### config.mk
export PLATFORM = sky130hd
export DESIGN_NAME = axil_stress_top
export DESIGN_NICKNAME = d
export VERILOG_FILES = /design/src/design/axil_pkg.sv /design/src/design/prng_pkg.sv /design/src/design/axil_if.sv /design/src/design/prng_xoroshiro128p.sv /design/src/design/fifo_w1r1.sv /design/src/design/axil_random_master.sv /design/src/design/axil_reg_slave.sv /design/src/design/axil_stress_top.sv
export VERILOG_INCLUDE_DIRS = /design/src /design/src/design
export SDC_FILE = /design/constraint.sdc
export NUM_CORES = 2
export LEC_CHECK = 0
export ABC_AREA = 1
export BUFFER_PORTS_ARGS = -buffer_cell sky130_fd_sc_hd__buf_2
export CORE_MARGIN = 3
export CORE_UTILIZATION = 68
export DETAILED_ROUTE_END_ITERATION = 8
export HOLD_SLACK_MARGIN = 0.06
export PLACE_DENSITY_LB_ADDON = 0.2
export SETUP_SLACK_MARGIN = 0.4
export SLEW_MARGIN = 20
export SYNTH_ARGS = -nofsm -noshare
export SYNTH_HDL_FRONTEND = slang
export SYNTH_SLANG_ARGS = --single-unit
### constraint.sdc
create_clock -name i_clk -period 7.6 [get_ports i_clk]
set_clock_uncertainty 0.05 [all_clocks]
set_input_delay 1.52 -clock i_clk [delete_from_list [all_inputs] [get_ports i_clk]]
set_output_delay 1.52 -clock i_clk [all_outputs]
set_load 0.02 [all_outputs]
### src/design/axil_macros.svh
`ifndef AXIL_MACROS_SVH
`define AXIL_MACROS_SVH

// bus widths
`define AXIL_ADDR_W 8
`define AXIL_DATA_W 32
`define AXIL_STRB_W (`AXIL_DATA_W / 8)
`define AXIL_ID_W 4

// stall probability, compared against an equally wide random draw
`define AXIL_PROB_W 8

`define AXIL_REG_WORDS 32  // slave register file depth

`endif

### src/design/axil_pkg.sv
`include "axil_macros.svh"

package axil_pkg;

  typedef logic [`AXIL_ADDR_W-1:0] axil_addr_t;  // byte address
  typedef logic [`AXIL_DATA_W-1:0] axil_data_t;
  typedef logic [`AXIL_STRB_W-1:0] axil_strb_t;  // one bit per data byte
  typedef logic [`AXIL_ID_W-1:0] axil_id_t;

  // 0 never stalls, larger values stall more often
  typedef logic [`AXIL_PROB_W-1:0] axil_prob_t;

  // only OKAY and SLVERR come out of the slave
  typedef enum logic [1:0] {
    OKAY   = 2'b00,
    EXOKAY = 2'b01,
    SLVERR = 2'b10,
    DECERR = 2'b11
  } axil_resp_e;

endpackage

### src/design/prng_pkg.sv
package prng_pkg;

  // one state half, also the width of each result
  typedef logic [63:0] prng_word_t;

  // fixed seeds so every run replays the same traffic
  localparam prng_word_t PRNG_SEED_S0 = 64'd1414213562;  // sqrt 2
  localparam prng_word_t PRNG_SEED_S1 = 64'd2718281828;  // e

endpackage

### src/design/axil_if.sv
`timescale 1ns/1ps

interface axil_if import axil_pkg::*; ();

  axil_id_t   aw_id;
  axil_addr_t aw_addr;
  logic       aw_valid;
  logic       aw_ready;

  axil_data_t w_data;
  axil_strb_t w_strb;
  logic       w_valid;
  logic       w_ready;

  axil_id_t   b_id;
  axil_resp_e b_resp;
  logic       b_valid;
  logic       b_ready;

  axil_id_t   ar_id;
  axil_addr_t ar_addr;
  logic       ar_valid;
  logic       ar_ready;

  axil_id_t   r_id;
  axil_data_t r_data;
  axil_resp_e r_resp;
  logic       r_valid;
  logic       r_ready;

  modport master (
    output aw_id, aw_addr, aw_valid, w_data, w_strb, w_valid, ar_id, ar_addr, ar_valid,
    output b_ready, r_ready,
    input  aw_ready, w_ready, ar_ready,
    input  b_id, b_resp, b_valid, r_id, r_data, r_resp, r_valid
  );

  modport slave (
    input  aw_id, aw_addr, aw_valid, w_data, w_strb, w_valid, ar_id, ar_addr, ar_valid,
    input  b_ready, r_ready,
    output aw_ready, w_ready, ar_ready,
    output b_id, b_resp, b_valid, r_id, r_data, r_resp, r_valid
  );

endinterface

### src/design/prng_xoroshiro128p.sv
`timescale 1ns/1ps

module prng_xoroshiro128p import prng_pkg::*; (
  input  logic       i_clk,
  input  logic       i_reset,
  output prng_word_t o_result
);

  prng_word_t s0_q;
  prng_word_t s1_q;
  prng_word_t s_mix;  // s0 ^ s1, feeds both updates
  logic       seed_q;  // reset was high last cycle

  assign o_result = s0_q + s1_q;
  assign s_mix = s0_q ^ s1_q;

  always_ff @(posedge i_clk) begin
    if (i_reset) begin
      seed_q <= 1'b1;
    end else begin
      seed_q <= 1'b0;
    end
  end

  // seeds are (re)loaded while the flag is up, which covers the
  // first cycle after reset drops
  always_ff @(posedge i_clk) begin
    if (seed_q) begin
      s0_q <= PRNG_SEED_S0;
      s1_q <= PRNG_SEED_S1;
    end else begin
      s0_q <= {s0_q[39:0], s0_q[63:40]} ^ s_mix ^ (s_mix << 16);  // rotl 24
      s1_q <= {s_mix[26:0], s_mix[63:27]};  // rotl 37
    end
  end

endmodule

### src/design/fifo_w1r1.sv
`timescale 1ns/1ps

module fifo_w1r1 #(
  parameter int WIDTH = 8,
  parameter int DEPTH = 2
) (
  input  logic             i_clk,
  input  logic             i_reset,
  input  logic [WIDTH-1:0] i_data,
  input  logic             i_valid,
  output logic             o_ready,
  output logic [WIDTH-1:0] o_data,
  output logic             o_valid,
  input  logic             i_ready
);

  localparam int PTR_W = (DEPTH > 1) ? $clog2(DEPTH) : 1;
  localparam int CNT_W = $clog2(DEPTH + 1);

  logic [WIDTH-1:0] mem [DEPTH];
  logic [PTR_W-1:0] wr_ptr_q;
  logic [PTR_W-1:0] rd_ptr_q;
  logic [CNT_W-1:0] count_q;
  logic             push;
  logic             pop;

  function automatic logic [PTR_W-1:0] ptr_next(input logic [PTR_W-1:0] ptr);
    if (ptr == PTR_W'(DEPTH - 1)) begin
      return '0;  // wrap
    end
    return ptr + 1'b1;
  endfunction

  assign o_ready = (count_q != CNT_W'(DEPTH));  // not full
  assign o_valid = (count_q != '0);
  assign o_data = mem[rd_ptr_q];
  assign push = i_valid && o_ready;
  assign pop = o_valid && i_ready;

  always_ff @(posedge i_clk) begin
    if (i_reset) begin
      wr_ptr_q <= '0;
      rd_ptr_q <= '0;
      count_q <= '0;
    end else begin
      if (push) wr_ptr_q <= ptr_next(wr_ptr_q);
      if (pop) rd_ptr_q <= ptr_next(rd_ptr_q);
      count_q <= count_q + CNT_W'(push) - CNT_W'(pop);
    end
  end

  always_ff @(posedge i_clk) begin
    if (push) mem[wr_ptr_q] <= i_data;
  end

  count_bound_a: assert property (@(posedge i_clk) disable iff (i_reset)
    count_q <= CNT_W'(DEPTH))
    else $error("fifo count above depth");

endmodule

### src/design/axil_random_master.sv
`timescale 1ns/1ps

module axil_random_master
  import axil_pkg::*;
  import prng_pkg::*;
(
  input  logic       i_clk,
  input  logic       i_reset,
  input  axil_prob_t i_pr_aw_stall,
  input  axil_prob_t i_pr_w_stall,
  input  axil_prob_t i_pr_b_stall,
  input  axil_prob_t i_pr_ar_stall,
  input  axil_prob_t i_pr_r_stall,
  axil_if.master     bus
);

  localparam int AW_W = $bits(axil_id_t) + $bits(axil_addr_t);
  localparam int W_W = $bits(axil_data_t) + $bits(axil_strb_t);
  localparam int PW = $bits(axil_prob_t);

  prng_word_t rnd;

  // stall draws from the low 40 bits
  axil_prob_t rnd_aw_stall;
  axil_prob_t rnd_w_stall;
  axil_prob_t rnd_b_stall;
  axil_prob_t rnd_ar_stall;
  axil_prob_t rnd_r_stall;

  // payload fields, overlap with the draws is harmless
  axil_id_t   rnd_aw_id;
  axil_addr_t rnd_aw_addr;
  axil_data_t rnd_w_data;
  axil_strb_t rnd_w_strb;
  axil_id_t   rnd_ar_id;
  axil_addr_t rnd_ar_addr;

  logic            aw_room;
  logic            w_room;
  logic            ar_room;
  logic            wr_push;
  logic [AW_W-1:0] aw_head;
  logic [W_W-1:0]  w_head;
  logic [AW_W-1:0] ar_head;
  logic            aw_head_valid;
  logic            w_head_valid;
  logic            ar_head_valid;
  logic            aw_keep_q;
  logic            w_keep_q;
  logic            ar_keep_q;

  prng_xoroshiro128p prng_inst (
    .i_clk    (i_clk),
    .i_reset  (i_reset),
    .o_result (rnd)
  );

  assign rnd_aw_stall = rnd[0*PW +: PW];
  assign rnd_w_stall = rnd[1*PW +: PW];
  assign rnd_b_stall = rnd[2*PW +: PW];
  assign rnd_ar_stall = rnd[3*PW +: PW];
  assign rnd_r_stall = rnd[4*PW +: PW];

  assign rnd_aw_id = rnd[40 +: $bits(axil_id_t)];
  assign rnd_ar_id = rnd[44 +: $bits(axil_id_t)];
  assign rnd_aw_addr = rnd[48 +: $bits(axil_addr_t)];
  assign rnd_ar_addr = rnd[56 +: $bits(axil_addr_t)];
  assign rnd_w_data = rnd[24 +: $bits(axil_data_t)];
  assign rnd_w_strb = rnd[60 +: $bits(axil_strb_t)];

  // AW and W only ever pushed as a pair, keeps them in step
  assign wr_push = aw_room && w_room;

  fifo_w1r1 #(.WIDTH(AW_W), .DEPTH(2)) aw_fifo_inst (
    .i_clk   (i_clk),
    .i_reset (i_reset),
    .i_data  ({rnd_aw_id, rnd_aw_addr}),
    .i_valid (wr_push),
    .o_ready (aw_room),
    .o_data  (aw_head),
    .o_valid (aw_head_valid),
    .i_ready (bus.aw_valid && bus.aw_ready)
  );

  fifo_w1r1 #(.WIDTH(W_W), .DEPTH(2)) w_fifo_inst (
    .i_clk   (i_clk),
    .i_reset (i_reset),
    .i_data  ({rnd_w_data, rnd_w_strb}),
    .i_valid (wr_push),
    .o_ready (w_room),
    .o_data  (w_head),
    .o_valid (w_head_valid),
    .i_ready (bus.w_valid && bus.w_ready)
  );

  fifo_w1r1 #(.WIDTH(AW_W), .DEPTH(2)) ar_fifo_inst (
    .i_clk   (i_clk),
    .i_reset (i_reset),
    .i_data  ({rnd_ar_id, rnd_ar_addr}),
    .i_valid (ar_room),  // always try to queue another read
    .o_ready (ar_room),
    .o_data  (ar_head),
    .o_valid (ar_head_valid),
    .i_ready (bus.ar_valid && bus.ar_ready)
  );

  assign {bus.aw_id, bus.aw_addr} = aw_head;
  assign {bus.w_data, bus.w_strb} = w_head;
  assign {bus.ar_id, bus.ar_addr} = ar_head;

  // a shown valid is kept up by the keep flag until it transfers
  assign bus.aw_valid = aw_head_valid && (!(i_pr_aw_stall > rnd_aw_stall) || aw_keep_q);
  assign bus.w_valid = w_head_valid && (!(i_pr_w_stall > rnd_w_stall) || w_keep_q);
  assign bus.ar_valid = ar_head_valid && (!(i_pr_ar_stall > rnd_ar_stall) || ar_keep_q);

  assign bus.b_ready = !(i_pr_b_stall > rnd_b_stall);
  assign bus.r_ready = !(i_pr_r_stall > rnd_r_stall);

  always_ff @(posedge i_clk) begin
    if (i_reset) begin
      aw_keep_q <= 1'b0;
      w_keep_q <= 1'b0;
      ar_keep_q <= 1'b0;
    end else begin
      aw_keep_q <= bus.aw_valid && !bus.aw_ready;
      w_keep_q <= bus.w_valid && !bus.w_ready;
      ar_keep_q <= bus.ar_valid && !bus.ar_ready;
    end
  end

  aw_hold_a: assert property (@(posedge i_clk) disable iff (i_reset)
    bus.aw_valid && !bus.aw_ready |=> bus.aw_valid && $stable({bus.aw_id, bus.aw_addr}))
    else $error("AW dropped or changed before handshake");

  w_hold_a: assert property (@(posedge i_clk) disable iff (i_reset)
    bus.w_valid && !bus.w_ready |=> bus.w_valid && $stable({bus.w_data, bus.w_strb}))
    else $error("W dropped or changed before handshake");

  ar_hold_a: assert property (@(posedge i_clk) disable iff (i_reset)
    bus.ar_valid && !bus.ar_ready |=> bus.ar_valid && $stable({bus.ar_id, bus.ar_addr}))
    else $error("AR dropped or changed before handshake");

endmodule

### src/design/axil_reg_slave.sv
`timescale 1ns/1ps
`include "axil_macros.svh"

module axil_reg_slave import axil_pkg::*; (
  input logic   i_clk,
  input logic   i_reset,
  axil_if.slave bus
);

  localparam int IDX_W = $clog2(`AXIL_REG_WORDS);

  axil_data_t       regs [`AXIL_REG_WORDS];
  logic             wr_fire;
  logic             rd_fire;
  logic [IDX_W-1:0] wr_idx;
  logic [IDX_W-1:0] rd_idx;
  logic             wr_err;  // upper half of address space
  logic             rd_err;

  logic       b_valid_q;
  axil_id_t   b_id_q;
  axil_resp_e b_resp_q;
  logic       r_valid_q;
  axil_id_t   r_id_q;
  axil_data_t r_data_q;
  axil_resp_e r_resp_q;

  assign wr_idx = bus.aw_addr[IDX_W+1:2];  // word index
  assign rd_idx = bus.ar_addr[IDX_W+1:2];
  assign wr_err = bus.aw_addr[`AXIL_ADDR_W-1];
  assign rd_err = bus.ar_addr[`AXIL_ADDR_W-1];

  // AW and W taken together, one B outstanding at most
  assign bus.aw_ready = bus.w_valid && !b_valid_q;
  assign bus.w_ready = bus.aw_valid && !b_valid_q;
  assign bus.ar_ready = !r_valid_q;
  assign wr_fire = bus.aw_valid && bus.w_valid && !b_valid_q;
  assign rd_fire = bus.ar_valid && bus.ar_ready;

  always_ff @(posedge i_clk) begin
    if (i_reset) begin
      for (int i = 0; i < `AXIL_REG_WORDS; i++) regs[i] <= '0;
    end else if (wr_fire && !wr_err) begin
      for (int b = 0; b < `AXIL_STRB_W; b++) begin
        if (bus.w_strb[b]) regs[wr_idx][8*b +: 8] <= bus.w_data[8*b +: 8];
      end
    end
  end

  always_ff @(posedge i_clk) begin
    if (i_reset) begin
      b_valid_q <= 1'b0;
      r_valid_q <= 1'b0;
    end else begin
      if (wr_fire) b_valid_q <= 1'b1;
      else if (bus.b_ready) b_valid_q <= 1'b0;
      if (rd_fire) r_valid_q <= 1'b1;
      else if (bus.r_ready) r_valid_q <= 1'b0;
    end
  end

  // read data sampled before this edge's write lands
  always_ff @(posedge i_clk) begin
    if (wr_fire) begin
      b_id_q <= bus.aw_id;
      b_resp_q <= wr_err ? SLVERR : OKAY;
    end
    if (rd_fire) begin
      r_id_q <= bus.ar_id;
      r_data_q <= rd_err ? '0 : regs[rd_idx];
      r_resp_q <= rd_err ? SLVERR : OKAY;
    end
  end

  assign bus.b_valid = b_valid_q;
  assign bus.b_id = b_id_q;
  assign bus.b_resp = b_resp_q;
  assign bus.r_valid = r_valid_q;
  assign bus.r_id = r_id_q;
  assign bus.r_data = r_data_q;
  assign bus.r_resp = r_resp_q;

  b_hold_a: assert property (@(posedge i_clk) disable iff (i_reset)
    bus.b_valid && !bus.b_ready |=> bus.b_valid)
    else $error("B valid dropped before handshake");

  r_hold_a: assert property (@(posedge i_clk) disable iff (i_reset)
    bus.r_valid && !bus.r_ready |=> bus.r_valid)
    else $error("R valid dropped before handshake");

endmodule

### src/design/axil_stress_top.sv
`timescale 1ns/1ps
`include "axil_macros.svh"

module axil_stress_top (
  input  logic                    i_clk,
  input  logic                    i_reset,
  input  logic [`AXIL_PROB_W-1:0] i_pr_aw_stall,
  input  logic [`AXIL_PROB_W-1:0] i_pr_w_stall,
  input  logic [`AXIL_PROB_W-1:0] i_pr_b_stall,
  input  logic [`AXIL_PROB_W-1:0] i_pr_ar_stall,
  input  logic [`AXIL_PROB_W-1:0] i_pr_r_stall,
  output logic                    o_aw_valid,
  output logic                    o_aw_ready,
  output logic [`AXIL_ID_W-1:0]   o_aw_id,
  output logic [`AXIL_ADDR_W-1:0] o_aw_addr,
  output logic                    o_w_valid,
  output logic                    o_w_ready,
  output logic [`AXIL_DATA_W-1:0] o_w_data,
  output logic [`AXIL_STRB_W-1:0] o_w_strb,
  output logic                    o_b_valid,
  output logic                    o_b_ready,
  output logic [`AXIL_ID_W-1:0]   o_b_id,
  output logic [1:0]              o_b_resp,
  output logic                    o_ar_valid,
  output logic                    o_ar_ready,
  output logic [`AXIL_ID_W-1:0]   o_ar_id,
  output logic [`AXIL_ADDR_W-1:0] o_ar_addr,
  output logic                    o_r_valid,
  output logic                    o_r_ready,
  output logic [`AXIL_ID_W-1:0]   o_r_id,
  output logic [`AXIL_DATA_W-1:0] o_r_data,
  output logic [1:0]              o_r_resp
);

  axil_if axil_bus ();

  axil_random_master axil_random_master_inst (
    .i_clk         (i_clk),
    .i_reset       (i_reset),
    .i_pr_aw_stall (i_pr_aw_stall),
    .i_pr_w_stall  (i_pr_w_stall),
    .i_pr_b_stall  (i_pr_b_stall),
    .i_pr_ar_stall (i_pr_ar_stall),
    .i_pr_r_stall  (i_pr_r_stall),
    .bus           (axil_bus.master)
  );

  axil_reg_slave axil_reg_slave_inst (
    .i_clk   (i_clk),
    .i_reset (i_reset),
    .bus     (axil_bus.slave)
  );

  // monitor taps for the testbench memory model
  assign o_aw_valid = axil_bus.aw_valid;
  assign o_aw_ready = axil_bus.aw_ready;
  assign o_aw_id = axil_bus.aw_id;
  assign o_aw_addr = axil_bus.aw_addr;
  assign o_w_valid = axil_bus.w_valid;
  assign o_w_ready = axil_bus.w_ready;
  assign o_w_data = axil_bus.w_data;
  assign o_w_strb = axil_bus.w_strb;
  assign o_b_valid = axil_bus.b_valid;
  assign o_b_ready = axil_bus.b_ready;
  assign o_b_id = axil_bus.b_id;
  assign o_b_resp = axil_bus.b_resp;
  assign o_ar_valid = axil_bus.ar_valid;
  assign o_ar_ready = axil_bus.ar_ready;
  assign o_ar_id = axil_bus.ar_id;
  assign o_ar_addr = axil_bus.ar_addr;
  assign o_r_valid = axil_bus.r_valid;
  assign o_r_ready = axil_bus.r_ready;
  assign o_r_id = axil_bus.r_id;
  assign o_r_data = axil_bus.r_data;
  assign o_r_resp = axil_bus.r_resp;

endmodule

## After elaboration in Yosys (flattened, before gate mapping)

Memory sizes are Yosys's and may differ from the RTL's. A register that Yosys moved wholly into a read port is not among the register bits.
Index checks and enable logic that the tools add are counted.

- Order comparisons: 5
- Reductions and logical operators: 37
- Bitwise logic cells: 3
- Add/sub/neg operators: 13
- Multiplexer cells: 69
- Equality and inequality tests: 5

Operator list:

| operator | number |
|---|---|
| $xor 64x64->64 | 3 |
| $add 64x64->64 | 1 |
| $mux 1 | 64 |
| $gt 8x8->1 | 5 |
| $mux 32 | 1 |
| $reduce_or 32->1 | 1 |
| $logic_and 1x1->1 | 20 |
| $logic_not 1->1 | 10 |
| $ne 2x2->1 const B | 4 |
| $add 1x1->1 const B | 6 |
| $add 2x1->2 | 3 |
| $reduce_bool 2->1 | 3 |
| $sub 2x1->2 | 3 |
| $mux 5 | 1 |
| $mux 2 | 2 |
| $mux 4 | 1 |
| $logic_or 1x1->1 | 3 |
| $ne 2x1->1 const B | 1 |

- Flip-flop bits (word level): 158
- RAM bits: 1,144
- Memories kept: 4
- Input port bits: 42
- Word-level logic and storage cells: 157

Memory list:

| name | words | bits a word | rd ports | clocked after Yosys merged registers in | wr ports | line | source |
|---|---|---|---|---|---|---|---|
| axil_reg_slave_inst.regs | 32 | 32 | 1 | 1 | 32 | axil_reg_slave.sv:12 | `` axil_data_t regs [`AXIL_REG_WORDS]; `` |
| axil_random_master_inst.w_fifo_inst.mem | 2 | 36 | 1 | 1 | 1 | fifo_w1r1.sv:20 | `logic [WIDTH-1:0] mem [DEPTH];` |
| axil_random_master_inst.ar_fifo_inst.mem | 2 | 12 | 1 | 1 | 1 | fifo_w1r1.sv:20 |  |
| axil_random_master_inst.aw_fifo_inst.mem | 2 | 12 | 1 | 1 | 1 | fifo_w1r1.sv:20 |  |

## Depth between registers and ports, before layout

- Word-level depth: 13
- Mapped depth: 27

## Cells and area by module

Synthesis repeated with hierarchy kept, for this count alone.

- Cells, all modules: 7,285
- Area, all modules: 66,028.3 µm²

Modules (own cells, without submodules):

| module | area each (µm²) | times used | cells an instance |
|---|---|---|---|
| axil_reg_slave | 49,110.9 | 1 | 5,038 |
| prng_xoroshiro128p | 10,383.7 | 1 | 1,753 |
| fifo_w1r1 at axil_random_master_inst.w_fifo_inst | 2,994.1 | 1 | 148 |
| fifo_w1r1 at axil_random_master_inst.ar_fifo_inst ... | 1,167.4 | 2 | 73 |
| axil_random_master | 1,204.9 | 1 | 200 |

## Least setup slack after synthesis

OpenSTA, ideal clock, no wires.

- Path type: reg-to-output
- Start point: register axil_random_master_inst.prng_inst.s0_q[0]
- End point: output port o_aw_ready
- Data required time: 6.030 ns
- Path buffers: 0
- Slack: 3.400 ns
- Cell stages (with the launch flop): 19
- Arrival time: 2.630 ns
- Cell sequence: dfxtp_1 -> ha_1 -> inv_1 -> fa_1 -> inv_1 -> nand3_1 -> nand3_1 -> nand2_1 -> nand2_1 -> nand2_1 -> nand2_1 -> xor2_1 -> ha_1 -> nand2_1 -> o21a_1 -> nand2_1 -> nand2_1 -> nand2_2 -> nor2_1

- Word-level cells in the longest chain between the ends: 6

Ends and longest elaborated chain:

| item | line | source |
|---|---|---|
| start: declaration | prng_xoroshiro128p.sv:9 | `prng_word_t s0_q;` |
| start signal: assignment | prng_xoroshiro128p.sv:32 | `s0_q <= {s0_q[39:0], s0_q[63:40]} ^ s_mix ^ (s_mix << 16);` |
| $add 64x64->64 | prng_xoroshiro128p.sv:14 | `assign o_result = s0_q + s1_q;` |
| $gt 8x8->1 | axil_random_master.sv:113 | `assign bus.w_valid = w_head_valid && (!(i_pr_w_stall > rnd_w_stall) \|\| w_keep_q);` |
| $logic_not 1->1 | axil_random_master.sv:113 |  |
| $logic_or 1x1->1 | axil_random_master.sv:113 |  |
| $logic_and 1x1->1 | axil_random_master.sv:113 |  |
| $logic_and 1x1->1 | axil_reg_slave.sv:34 | `assign bus.aw_ready = bus.w_valid && !b_valid_q;` |
| end: declaration | axil_stress_top.sv:13 | `output logic o_aw_ready,` |

Every way passes these cells.

## Final worst setup path

- Start point: register axil_random_master_inst.prng_inst.s0_q[0]
- End point: output port o_r_ready

- Word-level cells in the longest chain between the ends: 3

Ends and longest elaborated chain:

| item | line | source |
|---|---|---|
| $add 64x64->64 | prng_xoroshiro128p.sv:14 |  |
| via axil_random_master_inst.prng_inst.o_result[32] | prng_xoroshiro128p.sv:6 | `output prng_word_t o_result` |
| $gt 8x8->1 | axil_random_master.sv:117 | `assign bus.r_ready = !(i_pr_r_stall > rnd_r_stall);` |
| $logic_not 1->1 | axil_random_master.sv:117 |  |
| end: declaration | axil_stress_top.sv:29 | `output logic o_r_ready,` |

The timed path passes the listed nets, and every way through them passes these cells.

==> flow_metrics.env <==
export IMPL_hold_class="flip-flop to flip-flop"
export IMPL_synth_cell_type_count=43
export IMPL_r2r_start="axil_random_master_inst.prng_inst.s0_q[14]"
export IMPL_tightest_slew_ps=1220
export IMPL_synthArstFlopShare_pct=0
export IMPL_slew_limit_headroom_pct=18.7
export IMPL_cts_root_buf="clkbuf_16"
export IMPL_r2r_slack_ps=2220
export IMPL_hold_path_cell_count=1
export IMPL_grt_start_max_net_pins=185
export IMPL_antenna_found_initial=2
export IMPL_yosysTopAreaCellShare_pct=53.3
export IMPL_grt_util_all_layers_pct=41.4
export IMPL_synth_edf_count=1186
export IMPL_synthTopCellsByArea="edfxtp_1, nand2_1, nor2_1, dfxtp_1, nand3_1"
export IMPL_min_to="axil_random_master_inst.prng_inst.s0_q[48]"
export IMPL_cts_tree="built"
export IMPL_synth_commonest_cells="nand2_1, nor2_1, edfxtp_1"
export IMPL_worst_setup_path_type="flip-flop to output pin"
export IMPL_postCtsSetupBuffers=0
export IMPL_syn2layout_area_growth_pct=8.93
export IMPL_drv_cap=0
export IMPL_min_period_ps=6230
export IMPL_ys_ff_latch=1335
export IMPL_synthFlopType="edfxtp_1"
export IMPL_crit_path_top_delay_cell="xor2_1"
export IMPL_ios=156
export IMPL_io_buffers=153
export IMPL_setup_viol=0
export IMPL_cp_required_ps=6030
export IMPL_reg2reg_depth=18
export IMPL_first_global_vias=51200
export IMPL_dr_first_iter_drc_count=8130
export IMPL_drc=0
export IMPL_final_nets=7319
export IMPL_grt_pass1_wl_um=313000
export IMPL_rows=114
export IMPL_dp_cells=8305
export IMPL_rsz0062_at_grt="false"
export IMPL_cts_buffer_depth=3
export IMPL_drtAntennaViolNets=0
export IMPL_endpoint_kind="output pin"
export IMPL_die_w_um=319
export IMPL_grt_ovfl_total=0
export IMPL_start_util_pct=68.8
export IMPL_vias_per_cell=6.23
export IMPL_post_route_period_util_pct=82.0
export IMPL_cp_max_fo=5
export IMPL_cp_cell_sequence="ha_1 -> inv_1 -> fa_1 -> inv_1 -> nand3_1 -> nand3_1 -> a21oi_1 -> o21ai_1 -> a21oi_1 -> xor2_1 -> ha_1 -> inv_1 -> a21oi_1 -> o21ai_0 -> nand2_1 -> o211ai_1 -> nand2_1 -> buf_2"
export IMPL_final_max_slew_violation_count=0
export IMPL_arrival_ps=4660
export IMPL_worst_setup_path_start_kind="flip-flop"
export IMPL_cts_htree_levels=4
export IMPL_synth_area_per_cell_um2=9.25
export IMPL_wl_per_cell_um=24.9
export IMPL_clkSlewWorstSetupHoldPaths_ps=60
export IMPL_yosysSeqAreaShare_pct=57.8
export IMPL_yosys_warnings=0
export IMPL_yosysMostFrequentCell="nand2_1"
export IMPL_die_h_um=319
export IMPL_hold_viol_final=0
export IMPL_dr_pass1_iters=8
export IMPL_max_freq_mhz=161
export IMPL_wirelength_um=213000
export IMPL_syn_instance_count=7223
export IMPL_final_layout_size_suffix_gt1_share_pct=9.46
export IMPL_nFillCells=6637
export IMPL_core_area_um2=97100
export IMPL_dieArea_um2=102000
export IMPL_cts_resized=0
export IMPL_clock_sink_count=1335
export IMPL_routabilityCongestion=1.06
export IMPL_stdcell_count=8550
export IMPL_syn_area_um2=66800
export IMPL_num_vias=53200
export IMPL_max_stage_delay_ps=560
export IMPL_dp_hpwl_um=142000
export IMPL_r2r_end="axil_reg_slave_inst.regs[9][25]"
export IMPL_numCtsBuffers=135
export IMPL_min_delay_start="axil_random_master_inst.prng_inst.s0_q[24]"
export IMPL_clk_insertion_delay_late_ps=760
export IMPL_synth_area_leader_cell="edfxtp_1"
export IMPL_ctsHoldBuffers=0
export IMPL_outcome="complete, no violations"
export IMPL_setup_tns_ps=0
[registers in the layout, indices dropped and copies added, names as in the netlist, 2 cells and up, named ones only]
name,cells
axil_random_master_inst.aw_fifo_inst.count_q,2
axil_reg_slave_inst.bus.b_id,4
axil_random_master_inst.ar_fifo_inst.mem,24
axil_random_master_inst.prng_inst.s0_q,64
axil_random_master_inst.w_fifo_inst.mem,72
axil_reg_slave_inst.regs,1024
axil_random_master_inst.prng_inst.s1_q,64
axil_random_master_inst.w_fifo_inst.count_q,2
axil_random_master_inst.ar_fifo_inst.count_q,2
axil_random_master_inst.aw_fifo_inst.mem,24
axil_reg_slave_inst.bus.r_id,4
axil_reg_slave_inst.bus.r_data,32
[layout by cell type, fill, tap and decap left out, types with 3 or more instances in the layout]
| cell | synthesis | final |
|---|---|---|
| clkinv_8 | 0 | 4 |
| clkbuf_8 | 0 | 3 |
| bufinv_16 | 0 | 9 |
| nand2_1 | 1560 | 1557 |
| nor2_1 | 1545 | 1543 |
| buf_2 | 133 | 153 |
| o21ai_0 | 270 | 269 |
| buf_12 | 0 | 8 |
| nor3_1 | 19 | 19 |
| o21a_1 | 3 | 3 |
| nand2_4 | 4 | 7 |
| buf_4 | 17 | 75 |
| clkbuf_1 | 251 | 33 |
| a21oi_1 | 242 | 242 |
| clkbuf_16 | 0 | 142 |
| nor2_2 | 11 | 10 |
| dfxtp_1 | 149 | 147 |
| inv_1 | 661 | 658 |
| nand3_2 | 3 | 3 |
| nand2_2 | 7 | 7 |
| clkinv_2 | 0 | 21 |
| o21ai_2 | 6 | 4 |
| nand4_4 | 84 | 84 |
| nand3_1 | 496 | 496 |
| o21ai_1 | 36 | 3 |
| o211ai_1 | 161 | 161 |
| nand4_2 | 44 | 44 |
| o21bai_1 | 14 | 14 |
| clkinv_1 | 2 | 25 |
| mux2_2 | 11 | 11 |
| edfxtp_1 | 1186 | 1186 |
| or2_2 | 15 | 15 |
| o21ai_4 | 1 | 37 |
| clkinvlp_4 | 0 | 3 |
| nor2_4 | 26 | 29 |
| nand4_1 | 13 | 13 |
| xnor2_1 | 14 | 14 |
| ha_1 | 109 | 109 |
| inv_2 | 7 | 7 |
| xor2_1 | 81 | 81 |
[logic make-up (layout without fill, tap and decap cells)]
group | after synthesis | in the layout | synth area share (%)
XOR/XNOR | 95 | 95 | 1.25
flip-flops | 1335 | 1335 | 57.8
other | 1 | 4 | 0.00561
buffers and inverters | 1103 | 1151 | 6.68
AND/OR/NAND/NOR | 3830 | 3830 | 25.8
adder cells (fa/ha/maj) | 110 | 110 | 2.07
AO/OA/AOI/OAI | 738 | 738 | 6.26
multiplexers | 11 | 11 | 0.185
[worst max path at each step]
| stage | end | slack, ps | cells past startpoint | start |
|---|---|---|---|---|
| final | o_r_ready | 1370 | 18 | axil_random_master_inst.prng_inst.s0_q[0] |
| after global routing | o_ar_valid | 1160 | 20 | axil_random_master_inst.prng_inst.s0_q[14] |
| after CTS | o_ar_valid | 1440 | 19 | axil_random_master_inst.prng_inst.s0_q[0] |
| after detailed placement | o_ar_valid | 2270 | 20 | axil_random_master_inst.prng_inst.s0_q[14] |
| after global placement | o_r_ready | 2300 | 18 | axil_random_master_inst.prng_inst.s0_q[0] |
| after floorplan | o_aw_ready | 3400 | 18 | axil_random_master_inst.prng_inst.s0_q[0] |
[routing by layer]
layer  routed length [um]  up-vias  GRT usage (%)
met5                    7        -              0
met3                28300      746           9.69
li1                     -    23800              -
met4                14400        2           24.9
met2                95400     3912           64.0
met1                74400    24800           53.8
[layout make-up]
| class | count | area, um^2 | area share (%) |
|---|---|---|---|
| sequential | 1335 | 38600 | 53.0 |
| tap | 1276 | 1600 | 2.19 |
| multi-input combinational | 4786 | 24200 | 33.3 |
| clock buffer | 179 | 3720 | 5.11 |
| inverter | 671 | 2530 | 3.48 |
| antenna | 2 | 5.00 | 0.00687 |
| clock inverter | 63 | 601 | 0.825 |
| timing repair buffer | 238 | 1530 | 2.10 |
[critical path, delay by kind of cell (launching register included)]
| family | cells | cell delay (ps) |
|---|---|---|
| flip-flops | 1 | 350 |
| AO/OA/AOI/OAI | 6 | 1040 |
| buffers and inverters | 4 | 510 |
| adder cells (fa/ha/maj) | 3 | 950 |
| AND/OR/NAND/NOR | 4 | 480 |
| XOR/XNOR | 1 | 560 |
[per-stage QoR]
step           utilization [%]  cell area [um^2]  hold WS [ps]  setup WS, ps
2_1_floorplan                -             66800           379          3400
3_3_place_gp              70.5             68400           389          2300
3_5_place_dp              70.5             68400           404          2270
4_1_cts                   74.9             72800           406          1440
5_1_grt                   74.9             72800           419          1160
6_report                  74.9             72800           410          1370
Power is left out: the tool's default activity adds up to more than one toggle a clock period on the data nets, which glitch-free logic cannot reach.
